<file path="src/hw/videoPkg.sv">
/*
 * video package
 * RGB565 pixel word and the colour constants shared by the
 * pattern source, the pixel FIFO and the output stage
 */
package videoPkg;

    // ------------------------------
    // colour field widths
    // ------------------------------
    localparam int cRedW   = 5;     // red, msb side of the word
    localparam int cGreenW = 6;     // green gets the extra bit
    localparam int cBlueW  = 5;     // blue, lsb side

    // ------------------------------
    // pixel word
    // ------------------------------
    // rgb565, red in [15:11], green in [10:5], blue in [4:0]
    typedef struct packed {
        logic [cRedW-1:0]   red;
        logic [cGreenW-1:0] green;
        logic [cBlueW-1:0]  blue;
    } pixelT;

    // ------------------------------
    // special colours
    // ------------------------------
    // driven out when a pop finds the FIFO empty
    localparam pixelT cUnderflowPix = '0;   // black

endpackage
</file>
<file path="src/hw/pixStreamIf.sv">
/*
 * pixel stream
 * valid/ready transport of RGB565 words from the pattern
 * source into the pixel FIFO, with frame/line markers
 */
interface pixStreamIf import videoPkg::*; ();

    pixelT pix;     // colour word
    logic  valid;   // source has a word
    logic  ready;   // sink can take it
    logic  sof;     // first pixel of a frame
    logic  eol;     // last pixel of a line

    // producer side
    modport source (output pix, output valid, output sof, output eol, input ready);

    // consumer side
    modport sink (input pix, input valid, input sof, input eol, output ready);

endinterface

</file>
<file path="src/hw/videoTop.sv">
/*
 * raster video source
 * timing generator, pattern source, pixel FIFO and output
 * stage on one clock; RGB565 out aligned to display enable
 */
module videoTop import videoPkg::*;
#(
    parameter int pHdisplay  = 640,
    parameter int pHback     = 48,
    parameter int pHfront    = 16,
    parameter int pHsync     = 96,
    parameter int pVdisplay  = 480,
    parameter int pVtop      = 31,
    parameter int pVbottom   = 11,
    parameter int pVsync     = 2,
    parameter int pFifoDepth = 16   // power of two
)(
    input  logic  iCLK,
    input  logic  iRST,
    output logic  oHsync,
    output logic  oVsync,
    output logic  oVde,
    output logic  oFe,
    output logic  oUnderflow,
    output pixelT oRgb
);

    pixStreamIf srcIf ();           // pattern source to FIFO

    logic  fvde, pop, empty;
    pixelT rdData;

    // ------------------------------
    // timing
    // ------------------------------
    hvsyncGen #(
        .pHdisplay(pHdisplay), .pHback(pHback), .pHfront(pHfront), .pHsync(pHsync),
        .pVdisplay(pVdisplay), .pVtop(pVtop), .pVbottom(pVbottom), .pVsync(pVsync)
    ) uTiming (
        .iCLK(iCLK), .iRST(iRST), .hsync(oHsync), .vsync(oVsync),
        .vde(oVde), .fvde(fvde), .fe(oFe)
    );

    // ------------------------------
    // pixel path
    // ------------------------------
    patternGen #(.pHdisplay(pHdisplay), .pVdisplay(pVdisplay)) uPattern (
        .iCLK(iCLK), .iRST(iRST), .src(srcIf.source)
    );

    pixelFifo #(.pFifoDepth(pFifoDepth)) uFifo (
        .iCLK(iCLK), .iRST(iRST), .snk(srcIf.sink),
        .pop(pop), .rdData(rdData), .empty(empty)
    );

    videoOut uOut (
        .iCLK(iCLK), .iRST(iRST), .fvde(fvde), .rdData(rdData), .empty(empty),
        .pop(pop), .rgb(oRgb), .underflow(oUnderflow)
    );

endmodule

</file>
<file path="src/hw/videoOut.sv">
/*
 * output stage
 * pops the FIFO on the fast enable and registers the colour
 * two clocks later, in step with vde; an empty pop gives the
 * underflow colour and sets a sticky flag
 */
module videoOut import videoPkg::*;
(
    input  logic  iCLK,
    input  logic  iRST,
    input  logic  fvde,         // 2 clocks ahead of vde
    input  pixelT rdData,       // valid 1 clock after pop
    input  logic  empty,
    output logic  pop,
    output pixelT rgb,
    output logic  underflow
);

    logic       rPopQ;          // pop seen last clock
    logic [1:0] rMissPipe;      // pop found FIFO empty, 2 stages

    assign pop = fvde;          // one pop per display pixel

    // ------------------------------
    // pixel register
    // ------------------------------
    always_ff @(posedge iCLK)
    begin
        if (iRST)
        begin
            rPopQ     <= 1'b0;
            rMissPipe <= '0;
            rgb       <= '0;
        end
        else
        begin
            rPopQ     <= pop;
            rMissPipe <= {rMissPipe[0], pop & empty};
            if (rPopQ)
                rgb <= rMissPipe[0] ? cUnderflowPix : rdData;
            else
                rgb <= '0;              // blank outside display area
        end
    end

    // sticky until reset
    always_ff @(posedge iCLK)
    begin
        if (iRST)
            underflow <= 1'b0;
        else if (rMissPipe[1])
            underflow <= 1'b1;
    end

endmodule

</file>
<file path="src/hw/pixelFifo.sv">
/*
 * pixel FIFO
 * single-clock circular buffer between the pattern source
 * and the output stage; read data is registered, so a word
 * appears one clock after its pop
 */
module pixelFifo import videoPkg::*;
#(
    parameter int pFifoDepth = 16   // power of two
)(
    input  logic  iCLK,
    input  logic  iRST,
    pixStreamIf.sink snk,
    input  logic  pop,
    output pixelT rdData,
    output logic  empty
);

    localparam int lpAw = $clog2(pFifoDepth);

    pixelT           mem [pFifoDepth];
    logic [lpAw:0]   rWrPtr, rRdPtr;    // extra msb tells full from empty
    logic            qFull, qPush, qPop;

    // ------------------------------
    // status
    // ------------------------------
    assign qFull = (rWrPtr[lpAw] != rRdPtr[lpAw]) &&
                   (rWrPtr[lpAw-1:0] == rRdPtr[lpAw-1:0]);
    assign empty = (rWrPtr == rRdPtr);

    assign snk.ready = ~qFull;
    assign qPush     = snk.valid & ~qFull;
    assign qPop      = pop & ~empty;        // pop on empty ignored

    // ------------------------------
    // storage
    // ------------------------------
    always_ff @(posedge iCLK)
    begin
        if (qPush)
            mem[rWrPtr[lpAw-1:0]] <= snk.pix;   // flags dropped here
    end

    // registered read port
    always_ff @(posedge iCLK)
    begin
        if (qPop)
            rdData <= mem[rRdPtr[lpAw-1:0]];
    end

    // ------------------------------
    // pointers
    // ------------------------------
    always_ff @(posedge iCLK)
    begin
        if (iRST)
        begin
            rWrPtr <= '0;
            rRdPtr <= '0;
        end
        else
        begin
            if (qPush)
                rWrPtr <= rWrPtr + 1'b1;
            if (qPop)
                rRdPtr <= rRdPtr + 1'b1;
        end
    end

endmodule

</file>
<file path="src/hw/patternGen.sv">
/*
 * pattern source
 * walks the display area in raster order and pushes one
 * RGB565 word per pixel: red from x, green from y, blue from
 * a frame count; position stalls while the FIFO is full
 */
module patternGen import videoPkg::*;
#(
    parameter int pHdisplay = 640,  // pixels per line
    parameter int pVdisplay = 480   // lines per frame
)(
    input  logic iCLK,
    input  logic iRST,
    pixStreamIf.source src
);

    // counters at least as wide as the colour fields they feed
    localparam int lpXw = ($clog2(pHdisplay) > cRedW) ? $clog2(pHdisplay) : cRedW;
    localparam int lpYw = ($clog2(pVdisplay) > cGreenW) ? $clog2(pVdisplay) : cGreenW;

    logic [lpXw-1:0]   rX;
    logic [lpYw-1:0]   rY;
    logic [cBlueW-1:0] rFrame;      // wraps at 32
    logic              rValid;
    logic              qFire, qLastX, qLastY;

    assign qFire  = rValid & src.ready;         // word taken this edge
    assign qLastX = (rX == lpXw'(pHdisplay - 1));
    assign qLastY = (rY == lpYw'(pVdisplay - 1));

    // one idle cycle out of reset, then always offering
    always_ff @(posedge iCLK)
    begin
        if (iRST)
            rValid <= 1'b0;
        else
            rValid <= 1'b1;
    end

    // ------------------------------
    // raster position
    // ------------------------------
    always_ff @(posedge iCLK)
    begin
        if (iRST)
        begin
            rX     <= '0;
            rY     <= '0;
            rFrame <= '0;
        end
        else if (qFire)
        begin
            if (qLastX)
            begin
                rX <= '0;
                if (qLastY)
                begin
                    rY     <= '0;
                    rFrame <= rFrame + 1'b1;    // next frame
                end
                else
                begin
                    rY <= rY + 1'b1;
                end
            end
            else
            begin
                rX <= rX + 1'b1;
            end
        end
    end

    // held stable by the stalled position when not ready
    assign src.valid = rValid;
    assign src.pix   = '{red: rX[cRedW-1:0], green: rY[cGreenW-1:0], blue: rFrame};
    assign src.sof   = (rX == '0) && (rY == '0);
    assign src.eol   = qLastX;

endmodule

</file>
<file path="src/hw/hvsyncGen.sv">
/*
 * raster timing generator
 * horizontal/vertical counters wrapping at the frame totals,
 * hsync/vsync through a two-register decode, display enable,
 * one-clock frame end, and a fast enable two clocks ahead of
 * vde for the FIFO read latency
 * sync and enables stay quiet until the first frame end
 */
module hvsyncGen
#(
    parameter int pHdisplay = 640,  // visible pixels per line
    parameter int pHback    = 48,   // left border
    parameter int pHfront   = 16,   // right border
    parameter int pHsync    = 96,   // hsync width in clocks
    parameter int pVdisplay = 480,  // visible lines
    parameter int pVtop     = 31,   // top border lines
    parameter int pVbottom  = 11,   // bottom border lines
    parameter int pVsync    = 2     // vsync width in lines
)(
    input  logic iCLK,
    input  logic iRST,
    output logic hsync,
    output logic vsync,
    output logic vde,               // display area
    output logic fvde,              // vde, 2 clocks early
    output logic fe                 // frame end, one clock
);

    // position of the msb set, at least 1
    function automatic int fBitWidth(input int unsigned val);
        int w;
        w = 1;
        for (int i = 0; i < 32; i++)
        begin
            if (val[i])
            begin
                w = i + 1;
            end
        end
        return w;
    endfunction

    localparam int lpHtotal     = pHdisplay + pHback + pHfront + pHsync;
    localparam int lpHmax       = lpHtotal - 1;
    localparam int lpHsyncStart = pHdisplay + pHfront;
    localparam int lpHsyncEnd   = lpHsyncStart + pHsync - 1;
    localparam int lpVtotal     = pVdisplay + pVtop + pVbottom + pVsync;
    localparam int lpVmax       = lpVtotal - 1;
    localparam int lpVsyncStart = pVdisplay + pVbottom;
    localparam int lpVsyncEnd   = lpVsyncStart + pVsync - 1;
    localparam int lpLead       = 2;                    // fast counter head start
    localparam int lpHw         = fBitWidth(lpHtotal);
    localparam int lpVw         = fBitWidth(lpVtotal);

    logic [lpHw-1:0] rHpos, rFhPos;
    logic [lpVw-1:0] rVpos, rFvPos;
    logic [1:0]      rHsyncPipe, rVsyncPipe;    // two-stage sync decode
    logic            rVde, rFvde, rFe;
    logic            rArmed;                    // set by first frame end
    logic            qHmatch, qVmatch, qFhMatch, qFvMatch;
    logic            qHrange, qVrange, qVde, qFvde, qFe;

    // ------------------------------
    // raster counters
    // ------------------------------
    always_ff @(posedge iCLK)
    begin
        if (iRST)
        begin
            rHpos <= '0;
            rVpos <= '0;
        end
        else if (qHmatch)
        begin
            rHpos <= '0;                            // end of line
            rVpos <= qVmatch ? '0 : rVpos + 1'b1;
        end
        else
        begin
            rHpos <= rHpos + 1'b1;
        end
    end

    // fast pair, always lpLead counts ahead
    always_ff @(posedge iCLK)
    begin
        if (iRST)
        begin
            rFhPos <= lpHw'(lpLead);
            rFvPos <= '0;
        end
        else if (qFhMatch)
        begin
            rFhPos <= '0;
            rFvPos <= qFvMatch ? '0 : rFvPos + 1'b1;
        end
        else
        begin
            rFhPos <= rFhPos + 1'b1;
        end
    end

    // ------------------------------
    // decode
    // ------------------------------
    always_comb
    begin
        qHmatch  = (rHpos == lpHw'(lpHmax));
        qVmatch  = (rVpos == lpVw'(lpVmax));
        qFhMatch = (rFhPos == lpHw'(lpHmax));
        qFvMatch = (rFvPos == lpVw'(lpVmax));
        qHrange  = (rHpos >= lpHw'(lpHsyncStart)) && (rHpos <= lpHw'(lpHsyncEnd));
        qVrange  = (rVpos >= lpVw'(lpVsyncStart)) && (rVpos <= lpVw'(lpVsyncEnd));
        qVde     = (rHpos < lpHw'(pHdisplay)) && (rVpos < lpVw'(pVdisplay));
        qFvde    = (rFhPos < lpHw'(pHdisplay)) && (rFvPos < lpVw'(pVdisplay));
        qFe      = (rHpos == lpHw'(pHdisplay)) && (rVpos == lpVw'(pVdisplay));
    end

    // ------------------------------
    // output registers
    // ------------------------------
    always_ff @(posedge iCLK)
    begin
        if (iRST)
        begin
            rHsyncPipe <= '0;
            rVsyncPipe <= '0;
            rVde       <= 1'b0;
            rFvde      <= 1'b0;
            rFe        <= 1'b0;
            rArmed     <= 1'b0;
        end
        else
        begin
            rHsyncPipe <= {rHsyncPipe[0], qHrange & rArmed};
            rVsyncPipe <= {rVsyncPipe[0], qVrange & rArmed};
            rVde       <= qVde & rArmed;        // first frame is blank
            rFvde      <= qFvde & rArmed;
            rFe        <= qFe;
            rArmed     <= rArmed | qFe;         // sticky after first fe
        end
    end

    assign hsync = rHsyncPipe[1];
    assign vsync = rVsyncPipe[1];
    assign vde   = rVde;
    assign fvde  = rFvde;
    assign fe    = rFe;

endmodule

</file>
<file path="config.mk">
export PLATFORM = sky130hd
export DESIGN_NAME = videoTop
export DESIGN_NICKNAME = d
export VERILOG_FILES = /design/src/hw/videoPkg.sv /design/src/hw/pixStreamIf.sv /design/src/hw/videoTop.sv /design/src/hw/videoOut.sv /design/src/hw/pixelFifo.sv /design/src/hw/patternGen.sv /design/src/hw/hvsyncGen.sv
export SDC_FILE = /design/constraint.sdc
export NUM_CORES = 1
export LEC_CHECK = 0
export BUFFER_PORTS_ARGS = -buffer_cell sky130_fd_sc_hd__clkbuf_2
export CORE_MARGIN = 3
export CORE_UTILIZATION = 49
export DETAILED_ROUTE_END_ITERATION = 10
export GPL_TIMING_DRIVEN = 0
export PLACE_DENSITY = 0.69
export SLEW_MARGIN = 25
export SYNTH_ARGS = -nofsm -noshare
export SYNTH_HDL_FRONTEND = slang
export SYNTH_SLANG_ARGS = --single-unit
</file>
<file path="constraint.sdc">
create_clock -name iCLK -period 6.4 [get_ports iCLK]
set_input_delay 0.64 -clock iCLK [delete_from_list [all_inputs] [get_ports iCLK]]
set_output_delay 0.64 -clock iCLK [all_outputs]
set_load 0.005 [all_outputs]
</file>
# After elaboration in Yosys (flattened, before gate mapping)
# Memories as Yosys holds them, arrays and structs flattened. A register that Yosys moved wholly into a read port is not among the register bits.
# Cells that the tools add are included.
[totals] elab_cells=82 out_inout_bits=21 ram_bits=256 n_memories=1 input_bits=2 register_bits=103
[mem_list] memory="uFifo.mem" depth=16 word_bits=16 read_ports=1 rd_clocked_by_memory_dff=1 wr=1 line="pixelFifo.sv:21" text="pixelT mem [pFifoDepth];"
[classes] bitwise_logic=11 add_sub_neg=9 n_eq_ne=11 mux=8 n_lt_le_gt_ge=8 reduce_logical=11
[op_table] operator="$eq 10x10->1 const B" n=6
[op_table] operator="$add 10x1->10 const B" n=5
[op_table] operator="$mux 10" n=3
[op_table] operator="$lt 10x10->1 const B" n=2
[op_table] operator="$lt 10x9->1 const B" n=2
[op_table] operator="$add 5x1->5 const B" n=3
[op_table] operator="$eq 10x9->1 const B" n=1
[op_table] operator="$ge 10x10->1 const B" n=1
[op_table] operator="$ge 10x9->1 const B" n=1
[op_table] operator="$le 10x10->1 const B" n=1
[op_table] operator="$le 10x9->1 const B" n=1
[op_table] operator="$add 9x1->9 const B" n=1
[op_table] operator="$eq 9x9->1 const B" n=1
[op_table] operator="$mux 9" n=1
[op_table] operator="$and 1x1->1" n=7
[op_table] operator="$logic_and 1x1->1" n=6
[op_table] operator="$eq 5x5->1" n=1
[op_table] operator="$eq 4x4->1" n=1
[op_table] operator="$reduce_or 2->1" n=2
[op_table] operator="$mux 1" n=3
[op_table] operator="$not 1->1" n=3
[op_table] operator="$reduce_and 3->1" n=1
[op_table] operator="$reduce_or 3->1" n=1
[op_table] operator="$mux 2" n=1
[op_table] operator="other kinds (3)" n=3

# Logic depth before layout (Yosys ltp)
# Gate-level depths: netlist of run 1.
[depth] word_depth=6 ltp_mapped=7

# By module
# Synthesis of run 1 repeated with hierarchy kept, for this count alone.
[unflattened] cells_unflattened=928 hier_area_um2=15014.4
[by_module_without_submodules] mod="pixelFifo" seq_area_each_um2=8368.0 n_inst=1 area_each_um2=10859.2 cells_each=472
[by_module_without_submodules] mod="hvsyncGen" seq_area_each_um2=960.9 n_inst=1 area_each_um2=2148.3 cells_each=249
[by_module_without_submodules] mod="patternGen" seq_area_each_um2=500.5 n_inst=1 area_each_um2=1337.5 cells_each=162
[by_module_without_submodules] mod="videoOut" seq_area_each_um2=400.4 n_inst=1 area_each_um2=669.4 cells_each=45

# Least setup slack after synthesis of run 1
# OpenSTA, ideal clock, no wires.
[synth_timing] path_kind="flip-flop to flip-flop" from="register uFifo.rRdPtr[3]" to="memory uFifo.mem[3][0] in the netlist's numbering (enable)" stages_incl_launch_ff=7 arrival_ps=2427 n_path_buf=2 setup_slack_ps=3563 synth_period_minus_slack_ps=2837 cell_sequence="dfxtp_1 clkbuf_1 xnor2_1 nand4_2 clkbuf_1 o211ai_1 nor3_1"
[synth_via] elab_chain_len=6
[synth_lines] item="start: declaration" line="pixelFifo.sv:22" text="logic [lpAw:0] rWrPtr, rRdPtr;"
[synth_lines] item="start signal: assignment" line="pixelFifo.sv:67" text="rRdPtr <= rRdPtr + 1'b1;"
[synth_lines] item="$eq 4x4->1" line="pixelFifo.sv:29" text="(rWrPtr[lpAw-1:0] == rRdPtr[lpAw-1:0]);"
[synth_lines] item="$logic_and 1x1->1" line="pixelFifo.sv:28" text="assign qFull = (rWrPtr[lpAw] != rRdPtr[lpAw]) &&"
[synth_lines] item="$not 1->1" line="pixelFifo.sv:33" text="assign qPush = snk.valid & ~qFull;"
[synth_lines] item="$and 1x1->1" line="pixelFifo.sv:33"
[synth_lines] item="$mux 1" line="pixelFifo.sv:41" text="if (qPush)"
[synth_lines] item="$mux 1 (implied by the code)" line="pixelFifo.sv:42" text="mem[rWrPtr[lpAw-1:0]] <= snk.pix;"
[synth_lines] item="end: declaration" line="pixelFifo.sv:21"
# Every way passes these cells.

# Worst setup path after layout of run 1
[layout_timing] from="register uFifo.rWrPtr[4]" to="memory uFifo.mem[8][4] in the netlist's numbering (enable)"
[layout_via] elab_chain_len=6
[layout_lines] item="start: declaration" line="pixelFifo.sv:22"
[layout_lines] item="start signal: assignment" line="pixelFifo.sv:65" text="rWrPtr <= rWrPtr + 1'b1;"
[layout_lines] item="$ne 1x1->1" line="pixelFifo.sv:28"
[layout_lines] item="$logic_and 1x1->1" line="pixelFifo.sv:28"
[layout_lines] item="$not 1->1" line="pixelFifo.sv:33"
[layout_lines] item="$and 1x1->1" line="pixelFifo.sv:33"
[layout_lines] item="$mux 1" line="pixelFifo.sv:41"
[layout_lines] item="$mux 1 (implied by the code)" line="pixelFifo.sv:42"
# Every way passes these cells.

==> run metrics, run 1 <==
cell family with most CP delay=buffers and inverters; Most common cell on crit path=clkbuf_1; TritonRoute pass-1 iters=4; Die Ht=between 150 and 200 um; sequential cell area fraction in the yosys report=a little over two thirds; Die Area=32200 sq um; Buf/Inv on CP=2; Num CTS Buffers=38; Yosys reg bits=approximately 380; outcome=finished clean; fraction of registers with async set/reset=0%; via-per-instance ratio=a little under 6; Crit path largest cell delay=roughly 0.87 ns; dpl ws=between 3 and 4 ns; Worst Path Required=roughly 6.6 ns; max_slew headroom=30.4%; unique cell type count in the Yosys netlist=57; I/O Buffers=21; Fin Setup TNS=0 ns; Switching Share=between 20% and 30%; # setup viols final=0; floorplan row count=just over 60; post-DR wirelength/cell=22.0 um; final WL=~31000 um; RSZ-0062 raised after global routing=false; RR Startpoint=uFifo.rWrPtr[4]$_SDFFE_PP0P_; Post-synth EDFFs=about 270; Starting Density=around half; vias=8148; cells after synthesis=just over 900; sequential share of power=54.1%; clock share of power=approximately 44%; Hold EP=uOut.rgb[0]$_SDFF_PP0_; Worst VDD drop=between 0.00015 and 0.0002 V; initial antenna violation count=1; All-Layer GR Usage=between 20% and 30%; critical path type=reg2reg; syn avg cell area=about 16 sq um; placed wire-length estimate=19300 um; clock skew=about 0.023 ns; # Max-Cap Violations=0; R2R setup slack=3.21 ns; power density over cell area=~290 nW/um^2; syn_nets=~950; Placer Congestion=slightly above 0.8; Worst EP arrival=3.34 ns; overall power=4860 uW; drc violations=0; Worst-path clk slew=around 0.060 ns; fillers=approximately 2300; worst flop-to-flop path endpoint=uFifo.mem[8][4]$_DFFE_PP_; crit start category=flop; n_diodes=0; fmax=roughly 0.31 GHz; Final period util=around 50%; core box area=about 30000 sq um; Max FO, Critical Path=16; Nets=approximately 1000; Placed Area=about 15000 sq um; worst reg2reg path depth=5; gr ovfl total=0; Int Power=roughly 3900 uW; clk buf depth=3; Slowest-stage cell, CP=and3_1; number of global-route vias before repair=roughly 8000; cell area after synthesis=between 10000 and 15000 sq um; H-tree depth=2; worst slew pin tran=between 1 and 1.5 ns; Syn. warnings=0; Static Leak=0.00550 uW; Top FF cell, synth=edfxtp_1; Hold Path Stages=1; critical path capture point type=flop; Hold-fix buffers, CTS=0; max-slew violation count=0; NetSw=just under 1000 uW; post-route cell area=~17000 sq um; final worst setup slack=about 3.2 ns; first-pass GRT wire length=between 40000 and 50000 um; Die X=around 180 um; DR iter-0 viols=685; CP Cell Sequence=xnor2_1 > clkbuf_1 > o21a_1 > clkbuf_1 > and3_1; TritonCTS clock tree=done; synth-to-layout area growth=12.5%; # IOs=23; HP Start=uFifo.rdData[0]$_DFFE_PP_; Post-CTS Setup Bufs=0; Comb pwr share=1.9%; post-CTS sizing=0; CTS Sinks=375; pin count of the biggest net entering global routing=24; layout cells sized above 1=roughly 17%; ANT nets after route=0; clock latency on the worst-skew pair=0.53 ns; Hold WC Path Type=reg2reg; Tmin final=3.19 ns; Final Hold Viols=0; Root Buffer=clkbuf_16
-- worst max-delay path by stage --
stage               cells past startpoint                   endpoint  slack [ns]                         start
finish                                  5  uFifo.mem[8][4]$_DFFE_PP_        3.21  uFifo.rWrPtr[4]$_SDFFE_PP0P_
global placement                        6  uFifo.mem[3][7]$_DFFE_PP_        2.25  uFifo.rRdPtr[2]$_SDFFE_PP0P_
detailed placement                      5  uFifo.mem[8][9]$_DFFE_PP_        3.29  uFifo.rWrPtr[4]$_SDFFE_PP0P_
global route                            5  uFifo.mem[8][1]$_DFFE_PP_        3.02  uFifo.rWrPtr[4]$_SDFFE_PP0P_
floorplan                               6  uFifo.mem[3][0]$_DFFE_PP_        3.56  uFifo.rRdPtr[3]$_SDFFE_PP0P_
CTS                                     5  uFifo.mem[8][4]$_DFFE_PP_        3.27  uFifo.rWrPtr[4]$_SDFFE_PP0P_
-- synth_stat cells, drive strengths merged (19+ instances only) --
master    n  share of area [%]
xnor2    19                1.1
edfxtp  272                 55
nand3    26               0.88
mux4     64                9.8
clkbuf   35                1.0
and2     19               0.81
and3     25                1.1
xor2     32                1.9
nor2b    26                1.1
dfxtp   103                 14
nor2     57                1.5
a21oi    31                1.1
mux2i    20                1.4
nand2    30               0.76
-- per-layer routing --
| layer | global-route usage (%) | wire (um) | up-vias |
|---|---|---|---|
| met5 | 0 | 0 | - |
| met4 | 6.77 | 766 | 0 |
| met3 | 3.10 | 1820 | 48 |
| met2 | 31.1 | 14500 | 242 |
| met1 | 29.3 | 13800 | 4151 |
| li1 | - | - | 3707 |
-- power by group through the flow --
stage / logic, uW / registers [uW] / clock network, uW
global route: 103 / 2630 / 2280
detailed placement: 93.1 / 2680 / 0
finish: 93.0 / 2630 / 2140
CTS: 93.5 / 2630 / 2170
floorplan: 64.6 / 2670 / 0
global placement: 91.2 / 2680 / 0
-- placed cells by master, fill, tap and decap left out, types with 7 or more instances in the layout --
master / n
o21ai_0: 15
nand4_1: 12
clkbuf_16: 39
and3_1: 24
mux2i_1: 20
dfxtp_1: 103
a211oi_1: 16
nor2_1: 57
nand2_1: 30
clkbuf_2: 21
xnor2_1: 19
nand3_1: 26
buf_2: 8
a21oi_1: 31
ha_1: 14
mux4_2: 64
clkinv_1: 7
inv_1: 17
and2_1: 19
clkbuf_1: 40
nor2b_1: 25
or3_1: 8
xor2_1: 32
edfxtp_1: 272
nor3_1: 16
-- worst reg2reg max path: stages, from the launching register on --
cell	delay, ns
dfxtp_1	0.34
xnor2_1	0.37
clkbuf_1	0.49
o21a_1	0.33
clkbuf_1	0.40
and3_1	0.88
-- metrics by stage --
stage          instances  hold slack, ns  util (%)
6_report            1406           0.440      56.8
5_1_grt             1406           0.458      56.8
4_1_cts             1406           0.442      56.8
3_5_place_dp        1337           0.429      52.6
3_3_place_gp        1334           0.428      52.5
2_1_floorplan        929           0.411         -
-- logic make-up after synthesis --
group | count (synthesis) | synth area share, %
and+or+nand+nor | 255 | 9.55
AOI/OAI and AO/OA | 89 | 3.86
muxes | 84 | 11.1
adders and majority gates | 14 | 1.19
buffers and inverters | 61 | 1.76
DFF | 375 | 69.5
xor gates and xnor gates | 51 | 3.03
-- flip-flops by register name (all words and copies together), names as in the netlist, 2 cells and up --
| signal | flops |
|---|---|
| uTiming.rFvPos | 10 |
| uTiming.rHsyncPipe | 2 |
| uFifo.rdData | 16 |
| uOut.rMissPipe | 2 |
| uFifo.rWrPtr | 5 |
| uTiming.rHpos | 10 |
| uPattern.rFrame | 5 |
| uTiming.rVpos | 10 |
| uTiming.rVsyncPipe | 2 |
| uFifo.mem | 256 |
| uTiming.rFhPos | 10 |
| uPattern.rX | 10 |
| uPattern.rY | 9 |
| uFifo.rRdPtr | 5 |
| uOut.rgb | 16 |
-- final cells by class --
| cell class | count | area, sq um | share of cell area, % |
|---|---|---|---|
| clock inverters | 20 | 169 | 1.02 |
| repair buffers | 24 | 135 | 0.816 |
| inverters | 17 | 63.8 | 0.385 |
| multi-input cells | 493 | 4250 | 25.7 |
| plain buffers | 44 | 195 | 1.18 |
| clock buffers | 49 | 1040 | 6.30 |
| flip-flops and latches | 375 | 10200 | 61.7 |
| well taps | 384 | 480 | 2.90 |
Note: power is estimated with default switching activity, not from simulation.
==> run 2, diff against run 1 <==
==> constraint.sdc (replaced) <==
create_clock -name iCLK -period 2.95 [get_ports iCLK]
set_input_delay 0.295 -clock iCLK [delete_from_list [all_inputs] [get_ports iCLK]]
set_output_delay 0.295 -clock iCLK [all_outputs]
set_load 0.005 [all_outputs]
==> run metrics, run 2 (synthesis gave the netlist of run 1 again) <==
final worst setup slack=0.0461 ns (was 3.21 ns); initial antenna violation count=1 (unchanged); via-per-instance ratio=5.80 (about the same); drc violations=0 (unchanged); critical path capture point type=flop (unchanged); # setup viols final=0 (unchanged); clock skew=0.0213 ns (was 0.0230 ns); vias=8157 (was 8148); Post-CTS Setup Bufs=0 (unchanged); CTS Sinks=375 (unchanged); max_slew headroom=31.3% (was 30.4%); WHS=0.248 ns (was 0.440 ns); outcome=finished clean (unchanged); crit start category=flop (unchanged); RSZ-0062 raised after global routing=true (was false); max reg flops=256 (unchanged); Root Buffer=clkbuf_16 (unchanged); Die X=179 um (unchanged); first-pass GRT wire length=48200 um (about the same); All-Layer GR Usage=20.0% (about the same); most frequent cells in the layout=edfxtp_1, dfxtp_1, mux4_2 (unchanged); Fin Setup TNS=0 ns (unchanged); core box area=29200 sq um (unchanged); floorplan row count=62 (unchanged); Max FO, Critical Path=10 (was 16); # Max-Cap Violations=0 (unchanged); power density over cell area=635 nW/um^2 (was 293 nW/um^2); post-DR wirelength/cell=22.1 um (was 22.0 um); overall power=10600 uW (was 4860 uW); worst reg2reg path depth=7 (was 5); Tmin final=2.90 ns (was 3.19 ns); post-CTS sizing=11 (was 0); Final period util=98.4% (was 49.9%); Worst-path clk slew=0.06 ns (about the same); n_diodes=0 (unchanged); gr ovfl total=0 (unchanged); Static Leak=0.00549 uW (was 0.00550 uW); clk buf depth=3 (unchanged); Worst EP arrival=3.14 ns (was 3.34 ns); placed wire-length estimate=19300 um (unchanged); Worst Path Required=3.19 ns (was 6.55 ns); TritonCTS clock tree=done (unchanged); Die Ht=179 um (unchanged); ANT nets after route=0 (unchanged); # IOs=23 (unchanged); clock latency on the worst-skew pair=0.53 ns (about the same); DR iter-0 viols=664 (was 685); Die Area=32200 sq um (unchanged); H-tree depth=2 (unchanged); Hold WC Path Type=in2reg (was reg2reg); layout cells sized above 1=18.6% (was 16.6%); Worst VDD drop=0.000343 V (was 0.000158 V); max-slew violation count=0 (unchanged); pin count of the biggest net entering global routing=24 (unchanged); Nets=1009 (unchanged); Hold-fix buffers, CTS=0 (unchanged); synth-to-layout area growth=12.9% (was 12.5%); fillers=2260 (was 2263); Placer Congestion=0.822 (unchanged); final WL=31000 um (was 30900 um); Num CTS Buffers=38 (unchanged); non-filler cells, final=1406 (unchanged); critical path type=reg2reg (unchanged); commonest non-fill, non-tap cell in the layout=edfxtp_1 (unchanged); TritonRoute pass-1 iters=6 (was 4); I/O Buffers=21 (unchanged); Starting Density=50.5% (unchanged); worst slew pin tran=1.03 ns (was 1.04 ns); placed insts=1337 (unchanged); number of global-route vias before repair=8189 (unchanged); dpl ws=-0.163 ns (was 3.29 ns); Final Hold Viols=0 (unchanged); fmax=0.344 GHz (was 0.313 GHz); Hold Path Stages=2 (was 1)
## run 2: cell counts in the layout (fill, tap and decap cells not counted)
No cell type changed its count.
## run 2: metal layers
metal | routed length, um | GRT usage [%] | vias to the layer above
met5 | 0 | 0 | -
met4 | 806 | 6.77 | 0
met3 | 1890 | 3.10 | 51
met2 | 14500 | 31.1 | 244
met1 | 13900 | 29.3 | 4153
li1 | - | - | 3709
## run 2: path summary, 6_finish.rpt
kind	start	endpoint	slack (ns)
worst max register to register	uFifo.rRdPtr[2]$_SDFFE_PP0P_	uFifo.mem[3][8]$_DFFE_PP_	0.05
worst min-delay path	iRST	uOut.rPopQ$_SDFF_PP0_	0.25
worst min register to register	uFifo.rdData[0]$_DFFE_PP_	uOut.rgb[0]$_SDFF_PP0_	0.44
worst max-delay path	uFifo.rRdPtr[2]$_SDFFE_PP0P_	uFifo.mem[3][8]$_DFFE_PP_	0.05
## run 2: final cells by class
type                       instances  area (sq um)  share of cell area [%]
buffer                            44           195                    1.17
inverter                          17          63.8                   0.384
sequential                       375         10200                    61.6
clock inverter                    20           169                    1.02
timing repair buffer              24           135                   0.813
clock buffer                      49          1040                    6.28
tap                              384           480                    2.89
multi-input combinational        493          4290                    25.8
## run 2: where the power goes
| group | internal, uW | leakage [uW] | switching [uW] | total (uW) |
|---|---|---|---|---|
| sequential | 5660 | 0.00339 | 42.3 | 5700 |
| combinational | 74.1 | 0.00150 | 131 | 205 |
| clock | 2690 | 0.000592 | 1950 | 4650 |
| total | 8420 | 0.00549 | 2130 | 10600 |
## run 2: critical path, cell delays in order, from the launching register on
cell      delay [ns]
dfxtp_1         0.33
clkbuf_1        0.42
xnor2_1         0.14
nand4_2         0.23
clkbuf_1        0.40
o211ai_1        0.25
nor3_2          0.57
buf_4           0.28
## run 2: through the flow
step | area, sq um | utilization [%]
after floorplan | 14700 | -
after global placement | 15300 | 52.5
after detailed placement | 15400 | 52.6
after CTS | 16600 | 56.9
after global routing | 16600 | 57.0
final | 16600 | 57.0
